===== config.mk =====
export PLATFORM = sky130hd
export DESIGN_NAME = instr_wrapper
export DESIGN_NICKNAME = d
export VERILOG_FILES = /design/src/instr_pkg.sv /design/src/instr_ctrl_regs.sv /design/src/lfsr_stream_gen.sv /design/src/mix_pipeline.sv /design/src/perf_monitor.sv /design/src/instr_wrapper.sv
export SDC_FILE = /design/constraint.sdc
export NUM_CORES = 1
export LEC_CHECK = 0
export BUFFER_PORTS_ARGS = -buffer_cell sky130_fd_sc_hd__buf_4
export CAP_MARGIN = 20
export CORE_AREA = 2 2 186 188
export CTS_CLUSTER_SIZE = 14
export DETAILED_ROUTE_END_ITERATION = 8
export DIE_AREA = 0 0 188 190
export GPL_TIMING_DRIVEN = 0
export PLACE_DENSITY = 0.81
export SLEW_MARGIN = 20
export SYNTH_ARGS = -nofsm -noshare
export SYNTH_HDL_FRONTEND = slang
export SYNTH_SLANG_ARGS = --single-unit

===== constraint.sdc =====
create_clock -name ap_clk -period 7.46 [get_ports ap_clk]
set_input_delay 1.492 -clock ap_clk [delete_from_list [all_inputs] [get_ports ap_clk]]
set_output_delay 1.492 -clock ap_clk [all_outputs]
set_load 0.005 [all_outputs]

===== src/instr_pkg.sv =====
// Instrumentation wrapper shared types, register map and stream constants
package instr_pkg;

    // Stream words and register data share one 32-bit width
    typedef logic [31:0] word_t;

    // Register byte addresses fit in eight bits
    typedef logic [7:0] addr_t;

    // Register map of the control port
    localparam addr_t REG_CTRL     = 8'h10;
    localparam addr_t REG_STATUS_I = 8'h18;
    localparam addr_t REG_STATUS_O = 8'h20;
    localparam addr_t REG_LATENCY  = 8'h28;
    localparam addr_t REG_CHECKSUM = 8'h30;
    localparam addr_t REG_INTERVAL = 8'h38;

    // Field positions inside the control register
    localparam int CTRL_GEN_BIT  = 0;
    localparam int CTRL_SINK_BIT = 1;
    localparam int CTRL_SEED_LSB = 16;

    // Every response on the control port is OKAY
    localparam logic [1:0] AXI_RESP_OKAY = 2'b00;

    // Galois feedback mask, applied when the bit shifted out is one
    localparam word_t LFSR_TAPS = 32'h8020_0003;

    // The pipeline rotates each word left by this many bits, then XORs the key
    localparam int    MIX_ROT = 8;
    localparam word_t MIX_KEY = 32'h5A3C_96E1;

    // Shared by the write and read channel FSMs of the register block
    typedef enum logic {
        CTRL_IDLE,
        CTRL_RESP
    } ctrl_state_t;

endpackage


===== src/instr_ctrl_regs.sv =====
// AXI-lite register slave holding the control register and returning the statistics
`timescale 1ns/1ps

module instr_ctrl_regs (
    input  logic              ap_clk,
    input  logic              rst,
    // Write address and data channels
    input  instr_pkg::addr_t  awaddr,
    input  logic              awvalid,
    output logic              awready,
    input  instr_pkg::word_t  wdata,
    input  logic              wvalid,
    output logic              wready,
    // Write response channel
    output logic              bvalid,
    input  logic              bready,
    output logic [1:0]        bresp,
    // Read address and data channels
    input  instr_pkg::addr_t  araddr,
    input  logic              arvalid,
    output logic              arready,
    output instr_pkg::word_t  rdata,
    output logic [1:0]        rresp,
    output logic              rvalid,
    input  logic              rready,
    // Statistics from the monitor
    input  instr_pkg::word_t  status_i,
    input  instr_pkg::word_t  status_o,
    input  instr_pkg::word_t  latency,
    input  instr_pkg::word_t  interval,
    input  instr_pkg::word_t  checksum,
    // Control outputs to the generator and the sink
    output logic              gen_en,
    output logic              sink_en,
    output logic [15:0]       seed
);

    import instr_pkg::*;

    ctrl_state_t wr_state;
    ctrl_state_t rd_state;
    word_t       ctrl_q;
    word_t       rd_mux;
    logic        wr_hs;
    logic        rd_hs;

    // Address and data are taken together, and only while no response is pending
    assign wr_hs   = (wr_state == CTRL_IDLE) && awvalid && wvalid;
    assign awready = wr_hs;
    assign wready  = wr_hs;

    // The response is pending for as long as the FSM sits in its second state
    assign bvalid = (wr_state == CTRL_RESP);
    assign bresp  = AXI_RESP_OKAY;

    // Write channel FSM and the control register
    always_ff @(posedge ap_clk) begin
        if (rst) begin
            wr_state <= CTRL_IDLE;
            ctrl_q   <= '0;
        end else begin
            case (wr_state)
                CTRL_IDLE: begin
                    if (wr_hs) begin
                        wr_state <= CTRL_RESP;
                        // Writes to any other offset are acknowledged and dropped
                        if (awaddr == REG_CTRL) begin
                            ctrl_q <= wdata;
                        end
                    end
                end
                CTRL_RESP: begin
                    if (bready) begin
                        wr_state <= CTRL_IDLE;
                    end
                end
            endcase
        end
    end

    // Control fields as seen by the rest of the wrapper
    assign gen_en  = ctrl_q[CTRL_GEN_BIT];
    assign sink_en = ctrl_q[CTRL_SINK_BIT];
    assign seed    = ctrl_q[CTRL_SEED_LSB +: 16];

    // Read address is accepted only while no read data is pending
    assign rd_hs  = arvalid && arready;
    assign rvalid = (rd_state == CTRL_RESP);
    assign rresp  = AXI_RESP_OKAY;

    // Read channel FSM; arready is a flop so that it stays low through reset
    always_ff @(posedge ap_clk) begin
        if (rst) begin
            rd_state <= CTRL_IDLE;
            arready  <= 1'b0;
        end else begin
            case (rd_state)
                CTRL_IDLE: begin
                    if (rd_hs) begin
                        rd_state <= CTRL_RESP;
                        arready  <= 1'b0;
                    end else begin
                        arready  <= 1'b1;
                    end
                end
                CTRL_RESP: begin
                    // Accept a new address on the cycle after the data is taken
                    if (rready) begin
                        rd_state <= CTRL_IDLE;
                        arready  <= 1'b1;
                    end
                end
            endcase
        end
    end

    // All statistics sit in their own registers, so the decode is a flat mux
    always_comb begin
        case (araddr)
            REG_CTRL:     rd_mux = ctrl_q;
            REG_STATUS_I: rd_mux = status_i;
            REG_STATUS_O: rd_mux = status_o;
            REG_LATENCY:  rd_mux = latency;
            REG_CHECKSUM: rd_mux = checksum;
            REG_INTERVAL: rd_mux = interval;
            // Unmapped offsets read as zero
            default:      rd_mux = '0;
        endcase
    end

    // Snapshot at the address handshake keeps rdata stable until rready
    always_ff @(posedge ap_clk) begin
        if (rd_hs) begin
            rdata <= rd_mux;
        end
    end

endmodule


===== src/lfsr_stream_gen.sv =====
// Seeded Galois LFSR source offering one word per handshake while enabled
`timescale 1ns/1ps

module lfsr_stream_gen (
    input  logic              ap_clk,
    input  logic              rst,
    input  logic              gen_en,
    input  logic [15:0]       seed,
    output logic              gen_valid,
    input  logic              gen_ready,
    output instr_pkg::word_t  gen_data
);

    import instr_pkg::*;

    logic  gen_en_q;
    logic  run_start;
    word_t seed_word;
    word_t lfsr_q;
    word_t cur_state;

    // One Galois step: shift right, fold the taps in when a one drops out
    function automatic word_t lfsr_step(input word_t s);
        word_t shifted;
        shifted = s >> 1;
        if (s[0]) begin
            shifted = shifted ^ LFSR_TAPS;
        end
        return shifted;
    endfunction

    // A zero state would lock the LFSR, so a zero seed starts from one
    assign seed_word = (seed == 16'd0) ? 32'd1 : {16'd0, seed};

    // First cycle with gen_en high after it was low
    assign run_start = gen_en && !gen_en_q;

    // In the start cycle the seed is offered directly, since lfsr_q still holds
    // the previous run's state until the edge that loads it
    assign cur_state = run_start ? seed_word : lfsr_q;

    assign gen_valid = gen_en;
    assign gen_data  = cur_state;

    always_ff @(posedge ap_clk) begin
        if (rst) begin
            gen_en_q <= 1'b0;
            lfsr_q   <= 32'd1;
        end else begin
            gen_en_q <= gen_en;
            if (gen_valid && gen_ready) begin
                // Step only on an accepted word, so a stall never skips a state
                lfsr_q <= lfsr_step(cur_state);
            end else if (run_start) begin
                lfsr_q <= seed_word;
            end
        end
    end

endmodule


===== src/mix_pipeline.sv =====
// Elastic pipeline of configurable depth that rotates and keys each word
`timescale 1ns/1ps

module mix_pipeline #(
    parameter int PIPE_DEPTH = 4
) (
    input  logic              ap_clk,
    input  logic              rst,
    input  logic              in_valid,
    output logic              in_ready,
    input  instr_pkg::word_t  in_data,
    output logic              out_valid,
    input  logic              out_ready,
    output instr_pkg::word_t  out_data
);

    import instr_pkg::*;

    logic [PIPE_DEPTH-1:0] valid_q;
    word_t                 data_q [PIPE_DEPTH];
    logic [PIPE_DEPTH-1:0] stage_ready;
    logic                  full_tail;
    word_t                 mixed;

    // Rotate left, then key; this is the only transform in the pipeline
    assign mixed = ((in_data << MIX_ROT) | (in_data >> (32 - MIX_ROT))) ^ MIX_KEY;

    // A stage is blocked only when it and every stage after it are full and
    // the sink is not taking the last word
    // Working from the tail keeps the ready path flat instead of a chain
    always_comb begin
        full_tail = 1'b1;
        for (int i = PIPE_DEPTH - 1; i >= 0; i--) begin
            full_tail      = full_tail & valid_q[i];
            stage_ready[i] = out_ready | ~full_tail;
        end
    end

    // Valid bits form the control state of the pipeline
    always_ff @(posedge ap_clk) begin
        if (rst) begin
            valid_q <= '0;
        end else begin
            if (stage_ready[0]) begin
                valid_q[0] <= in_valid;
            end
            for (int i = 1; i < PIPE_DEPTH; i++) begin
                if (stage_ready[i]) begin
                    valid_q[i] <= valid_q[i-1];
                end
            end
        end
    end

    // Data registers only load when a word actually moves in
    always_ff @(posedge ap_clk) begin
        if (stage_ready[0] && in_valid) begin
            data_q[0] <= mixed;
        end
        for (int i = 1; i < PIPE_DEPTH; i++) begin
            if (stage_ready[i] && valid_q[i-1]) begin
                data_q[i] <= data_q[i-1];
            end
        end
    end

    assign in_ready  = stage_ready[0];
    assign out_valid = valid_q[PIPE_DEPTH-1];
    assign out_data  = data_q[PIPE_DEPTH-1];

endmodule


===== src/perf_monitor.sv =====
// Stream sink that counts, times and checksums the words around the pipeline
`timescale 1ns/1ps

module perf_monitor (
    input  logic              ap_clk,
    input  logic              rst,
    input  logic              gen_en,
    input  logic              sink_en,
    // Tap on the pipeline input handshake
    input  logic              in_valid,
    input  logic              in_ready,
    // Pipeline output, consumed here
    input  logic              out_valid,
    output logic              out_ready,
    input  instr_pkg::word_t  out_data,
    // Statistics for the register block
    output instr_pkg::word_t  status_i,
    output instr_pkg::word_t  status_o,
    output instr_pkg::word_t  latency,
    output instr_pkg::word_t  interval,
    output instr_pkg::word_t  checksum
);

    import instr_pkg::*;

    logic  gen_en_q;
    logic  run_start;
    logic  in_hs;
    logic  out_hs;
    logic  in_seen;
    logic  out_seen;
    word_t cycle_cnt;
    word_t first_in_ts;
    word_t last_out_ts;

    // Software back-pressure: the sink takes words only while enabled
    assign out_ready = sink_en;

    assign in_hs     = in_valid && in_ready;
    assign out_hs    = out_valid && out_ready;

    // Same edge detect as the generator, so both see the same start cycle
    assign run_start = gen_en && !gen_en_q;

    always_ff @(posedge ap_clk) begin
        if (rst) begin
            gen_en_q    <= 1'b0;
            cycle_cnt   <= '0;
            in_seen     <= 1'b0;
            out_seen    <= 1'b0;
            first_in_ts <= '0;
            last_out_ts <= '0;
            status_i    <= '0;
            status_o    <= '0;
            latency     <= '0;
            interval    <= '0;
            checksum    <= '0;
        end else begin
            gen_en_q  <= gen_en;
            // Free-running time base; latency and interval are timestamp deltas
            cycle_cnt <= cycle_cnt + 1'b1;
            if (run_start) begin
                // The seed word may be accepted in the start cycle itself
                status_i    <= in_hs ? 32'd1 : 32'd0;
                in_seen     <= in_hs;
                first_in_ts <= cycle_cnt;
                // Nothing from this run can reach the output yet
                status_o    <= '0;
                out_seen    <= 1'b0;
                latency     <= '0;
                interval    <= '0;
                checksum    <= '0;
            end else begin
                if (in_hs) begin
                    status_i <= status_i + 1'b1;
                    if (!in_seen) begin
                        in_seen     <= 1'b1;
                        first_in_ts <= cycle_cnt;
                    end
                end
                if (out_hs) begin
                    status_o    <= status_o + 1'b1;
                    checksum    <= checksum ^ out_data;
                    out_seen    <= 1'b1;
                    last_out_ts <= cycle_cnt;
                    // Latency is captured once, on the first output of the run
                    if (!out_seen && in_seen) begin
                        latency <= cycle_cnt - first_in_ts;
                    end
                    // Interval needs a previous output to measure from
                    if (out_seen) begin
                        interval <= cycle_cnt - last_out_ts;
                    end
                end
            end
        end
    end

endmodule


===== src/instr_wrapper.sv =====
// Top level joining the register block, generator, measured pipeline and monitor
`timescale 1ns/1ps

module instr_wrapper #(
    parameter int PIPE_DEPTH = 4
) (
    input  logic              ap_clk,
    input  logic              rst,
    input  instr_pkg::addr_t  awaddr,
    input  logic              awvalid,
    output logic              awready,
    input  instr_pkg::word_t  wdata,
    input  logic              wvalid,
    output logic              wready,
    output logic              bvalid,
    input  logic              bready,
    output logic [1:0]        bresp,
    input  instr_pkg::addr_t  araddr,
    input  logic              arvalid,
    output logic              arready,
    output instr_pkg::word_t  rdata,
    output logic [1:0]        rresp,
    output logic              rvalid,
    input  logic              rready
);

    import instr_pkg::*;

    // Control from the register block
    logic        gen_en;
    logic        sink_en;
    logic [15:0] seed;

    // Generator to pipeline
    logic  gen_valid;
    logic  gen_ready;
    word_t gen_data;

    // Pipeline to sink
    logic  pipe_valid;
    logic  pipe_ready;
    word_t pipe_data;

    // Statistics, each in its own register inside the monitor
    word_t status_i;
    word_t status_o;
    word_t latency;
    word_t interval;
    word_t checksum;

    instr_ctrl_regs ctrl_regs_i (
        .ap_clk   (ap_clk),   .rst      (rst),
        .awaddr   (awaddr),   .awvalid  (awvalid),  .awready  (awready),
        .wdata    (wdata),    .wvalid   (wvalid),   .wready   (wready),
        .bvalid   (bvalid),   .bready   (bready),   .bresp    (bresp),
        .araddr   (araddr),   .arvalid  (arvalid),  .arready  (arready),
        .rdata    (rdata),    .rresp    (rresp),
        .rvalid   (rvalid),   .rready   (rready),
        .status_i (status_i), .status_o (status_o), .latency  (latency),
        .interval (interval), .checksum (checksum),
        .gen_en   (gen_en),   .sink_en  (sink_en),  .seed     (seed)
    );

    lfsr_stream_gen gen_i (
        .ap_clk    (ap_clk),
        .rst       (rst),
        .gen_en    (gen_en),
        .seed      (seed),
        .gen_valid (gen_valid),
        .gen_ready (gen_ready),
        .gen_data  (gen_data)
    );

    // Block under measurement
    mix_pipeline #(
        .PIPE_DEPTH (PIPE_DEPTH)
    ) pipe_i (
        .ap_clk    (ap_clk),
        .rst       (rst),
        .in_valid  (gen_valid),
        .in_ready  (gen_ready),
        .in_data   (gen_data),
        .out_valid (pipe_valid),
        .out_ready (pipe_ready),
        .out_data  (pipe_data)
    );

    // The monitor also taps the input handshake to start its latency timer
    perf_monitor mon_i (
        .ap_clk    (ap_clk),    .rst       (rst),
        .gen_en    (gen_en),    .sink_en   (sink_en),
        .in_valid  (gen_valid), .in_ready  (gen_ready),
        .out_valid (pipe_valid), .out_ready (pipe_ready), .out_data  (pipe_data),
        .status_i  (status_i),  .status_o  (status_o),
        .latency   (latency),   .interval  (interval),  .checksum  (checksum)
    );

endmodule


# == Yosys cells after proc, flatten, opt, wreduce, memory -nomap -nowiden ==
# Memory sizes are Yosys's and may differ from the RTL's.
# Cells that the tools add are included.
# totals
ff_bits,362
ramBits,128
word_cells,104
n_memories,1
# classes
add_sub_neg,5
n_eq_ne,9
mux,30
bitwise,18
reduce_logical,20
# mem_list
name,words,width,rd,rd_clocked_by_memory_dff,wr,line,rtl
pipe_i.data_q,4,32,4,0,4,mix_pipeline.sv:20,word_t data_q [PIPE_DEPTH];
# ops
cell,count
32-bit 2-to-1 mux,8
32-bit one-hot mux with 6 select lines,1
32-bit by 1-bit adder with 32-bit output (second input constant),3
32-bit subtractor,2
8-bit by 6-bit equality test with 1-bit output (second input constant),4
32-bit by 8-bit OR with 32-bit output,1
32-bit XOR,1
8-bit by 5-bit equality test with 1-bit output (second input constant),3
1-bit 2-to-1 mux,17
16-bit logical NOT,1
16-bit 2-to-1 mux,1
16-bit NOT,1
1-bit logical AND,10
2-bit AND reduction,4
1-bit NOT,7
1-bit one-hot mux with 2 select lines,3
2-bit != test (second input constant),2
3-bit NOT with 4-bit output,1
1-bit OR,4
1-bit bitwise AND,3
3-bit AND reduction,1
1-bit logical NOT,2
2-bit nonzero test,1
2-bit OR reduction,1

# == Logic depth before layout (Yosys ltp) ==
# logic_depth
word_depth,8
mapped_depth,11

# == Modules after synthesis ==
# A second synthesis with hierarchy kept.
# hier_totals
hier_cells,2432
area_unflattened_um2,23413.7
# modules_own_cells
module,n_inst,cells_per_inst,area_each_um2,seq_area_each_um2
perf_monitor,1,1645,13072.5,5185.0
instr_ctrl_regs,1,440,4593.2,1661.6
mix_pipeline,1,165,4093.9,3923.8
lfsr_stream_gen,1,182,1654.1,660.6

# == Worst setup path before layout ==
# No wires, ideal clock.
# synth_timing
path_kind,in2out
startpoint,input wvalid
endpoint,output wready
arrival_ns,1.897
required_time_ns,5.968
slack_ns,4.071
path_stages,3
n_path_buf,1
cell_sequence,nand2_1 -> nor2_1 -> buf_4
# synth_between
elab_chain_cells,1
# synth_lines
element,line,rtl
start: declaration,instr_wrapper.sv:13,"input logic wvalid,"
1-bit logical AND,instr_ctrl_regs.sv:48,assign wr_hs = (wr_state == CTRL_IDLE) && awvalid && wvalid;
end: declaration,instr_wrapper.sv:14,"output logic wready,"
# Every way passes these cells.

# == Worst setup path after layout ==
# layout_timing
startpoint,register mon_i.cycle_cnt[0]
endpoint,register mon_i.interval[28]
# layout_between
elab_chain_cells,1
# layout_lines
element,line,rtl
start: declaration,perf_monitor.sv:32,word_t cycle_cnt;
start signal: assignment,perf_monitor.sv:61,cycle_cnt <= cycle_cnt + 1'b1;
32-bit subtractor,perf_monitor.sv:92,interval <= cycle_cnt - last_out_ts;
end signal: assignment,perf_monitor.sv:92,
end: declaration,perf_monitor.sv:20,"output instr_pkg::word_t interval,"
# Every way passes these cells.
# A chain may end at the register's enable or synchronous reset.

==> impl_metrics.env <==
export IMPL_rows=68
export IMPL_max_clock_freq_ghz=0.266
export IMPL_slew_violations=0
export IMPL_grt_pass1_vias=17800
export IMPL_clock_sinks=490
export IMPL_syn_area_um2=22000
export IMPL_finalHoldViolations=0
export IMPL_skew_ns=0.0194
export IMPL_yosysSeqAreaShare_pct=51.8
export IMPL_final_period_utilization_pct=50.4
export IMPL_path_clk_slew_ns=0.06
export IMPL_ctsHtreeMaxLevel=2
export IMPL_dpl_hpwl_um=50100
export IMPL_dieArea_um2=35700
export IMPL_slew_limit_headroom_pct=18.5
export IMPL_path_max_fanout=8
export IMPL_via_per_inst=6.24
export IMPL_io_buffers=91
export IMPL_cp_required_ns=7.92
export IMPL_clock_latency_ns=0.58
export IMPL_num_antenna_cells=0
export IMPL_hp_class="flip-flop to flip-flop"
export IMPL_totalWireLength_um=67200
export IMPL_p_per_area_nw_per_um2=216
export IMPL_worst_pin_slew_ns=1.22
export IMPL_die_h_um=190
export IMPL_avgSynthCellArea_um2=9.21
export IMPL_n_fill_cell=2441
export IMPL_post_cts_buffers=0
export IMPL_async_reset_ff_share_pct=0
export IMPL_vdd_drop_max_v=0.000268
export IMPL_endpoint_kind="flip-flop"
export IMPL_cts_hold_buf=0
export IMPL_tritoncts="yes"
export IMPL_root_buffer="clkbuf_16"
export IMPL_ant_nets=0
export IMPL_place_gp_congestion=0.994
export IMPL_post_route_min_period_ns=3.76
export IMPL_critPathKind="flip-flop to flip-flop"
export IMPL_cts_resized=0
export IMPL_leakage_uw=0.00934
export IMPL_die_w_um=188
export IMPL_ios=96
export IMPL_status="complete, no violations"
export IMPL_grt_pass1_wl_um=103000
export IMPL_final_core_util_pct=73.8
export IMPL_synthCells=2393
export IMPL_rsz0062_at_grt="no"
export IMPL_finalSetupViolCount=0
export IMPL_ys_types=78
export IMPL_synth_edf_count=160
export IMPL_ys_flop_type="dfxtp_1"
export IMPL_finalSetupTns_ns=0
export IMPL_avgRoutedWirePerCell_um=22.1
export IMPL_final_cell_area_um2=25100
export IMPL_core_um2=33900
export IMPL_synth_warning_count=0
export IMPL_crit_path_start_kind="flip-flop"
export IMPL_grt_total_usage_pct=37.4
export IMPL_vias=19000
export IMPL_drcViolationCount=0
export IMPL_dr_pass1_iters=6
export IMPL_area_growth_pct=13.7
export IMPL_crit_arrival_ns=4.21
export IMPL_drtIter0Drc=2223
export IMPL_start_util_pct=64.9
export IMPL_antenna_found_initial=1
export IMPL_drive_gt1_share_pct=7.89
export IMPL_ys_seq_elements=490
export IMPL_grt_max_degree=30
export IMPL_max_cap_violations=0
export IMPL_nNetsFinal=2666
export IMPL_clockBufferDepth=3
export IMPL_cts_buffers_inserted=49
export IMPL_gr_total_overflow=0
export IMPL_place_area_um2=23500
[per-layer routing]
layer | vias up | GRT usage [%] | wire [um]
met5 | - | 0 | 0
met4 | 0 | 16.3 | 3160
met3 | 185 | 6.16 | 6740
met2 | 1076 | 58.3 | 29800
met1 | 9016 | 52.0 | 27500
li1 | 8691 | - | -
[critical path, stage by stage (launching register included)]
cell	delay [ns]
dfxtp_1	0.51
inv_1	0.17
ha_1	0.26
fa_1	0.27
nor2b_4	0.07
o31a_1	0.28
o311ai_0	0.70
nand4_1	0.36
a21oi_1	0.41
o31a_1	0.26
nor3_1	0.06
a221o_1	0.28
[registers in the layout (all words and copies together) (netlist names), 4 cells and up]
signal	count
mon_i.last_out_ts	32
mon_i.cycle_cnt	32
ctrl_regs_i.ctrl_q	32
mon_i.interval	32
mon_i.latency	32
ctrl_regs_i.rdata	32
pipe_i.data_q	128
gen_i.lfsr_q	32
mon_i.first_in_ts	32
mon_i.checksum	32
mon_i.status_o	32
pipe_i.valid_q	4
mon_i.status_i	32
[layout make-up]
class	instances	area, um^2	area share (%)
tap	455	569	2.27
timing repair buffer	97	821	3.28
buffer	127	512	2.04
clock inverter	17	135	0.539
multi-input combinational	1693	9840	39.3
clock buffer	74	1450	5.80
sequential	490	11400	45.5
inverter	86	323	1.29
[where the power goes]
part	internal [uW]	switching (uW)	total [uW]	leakage (uW)
Combinational	81.1	129	210	0.00445
Clock	1410	1030	2440	0.000782
Sequential	2750	8.20	2760	0.00411
Total	4240	1170	5410	0.00934
[metrics by stage]
stage | total power, uW | setup slack [ns] | std cells | hold slack (ns)
floorplan | 2920 | 4.07 | 2396 | 0.400
global placement | 3010 | 2.61 | 2942 | 0.401
detailed placement | 3020 | 3.50 | 2948 | 0.405
CTS | 5410 | 3.85 | 3039 | 0.412
global route | 5520 | 3.59 | 3039 | 0.420
finish | 5410 | 3.70 | 3039 | 0.413
[synth_stat cells (28+ instances only)]
master      n  share of area, %
ha_1       65               3.7
o21ai_0    68               1.5
xnor2_1    40               1.6
edfxtp_1  160                22
inv_1      85               1.4
a21o_1     31               1.1
a22oi_1   111               3.8
a21oi_1   222               5.0
clkbuf_1  116               2.0
or3_1      29              0.82
nor2_1    214               3.6
xor2_1     99               3.9
nand2_1   419               7.1
nand3_1    88               2.0
and2_1     28              0.79
nor3_1     29              0.66
dfxtp_1   330                30
[worst paths after layout]
path                        startpoint                   end  slack, ns  cells after the start
setup reg to reg    mon_i.cycle_cnt[0]    mon_i.interval[28]       3.70                     11
setup / recovery    mon_i.cycle_cnt[0]    mon_i.interval[28]       3.70                     11
hold / removal    pipe_i.data_q[1][13]  pipe_i.data_q[2][13]       0.41                      0
hold reg to reg   pipe_i.data_q[1][13]  pipe_i.data_q[2][13]       0.41                      0
[logic make-up after synthesis]
kind of cell	after synthesis	share of synthesized area, %
AND/OR/NAND/NOR	923	18.8
AO/OA/AOI/OAI	550	15.7
flip-flops	490	51.8
buffers and inverters	213	3.78
XOR/XNOR	139	5.52
adder cells (fa/ha/maj)	67	3.87
multiplexers	10	0.454
other	1	0.0170
[cells in the final DEF, fill, tap and decap left out, drive strengths merged, types with 10 or more instances in the layout]
master  instances
nand2         420
dfxtp         330
a21oi         223
nor2          214
clkbuf        190
edfxtp        160
a22oi         111
buf           108
xor2           99
nand3          89
inv            87
o21ai          71
ha             65
xnor2          40
a21o           31
nor3           31
or3            30
and3           29
and2           28
a211oi         26
nand4          25
o21a           14
clkinv         13
nor2b          12
and4           11
nand3b         10
mux2i          10
a22o           10
Power figures use the tool's default switching activity.
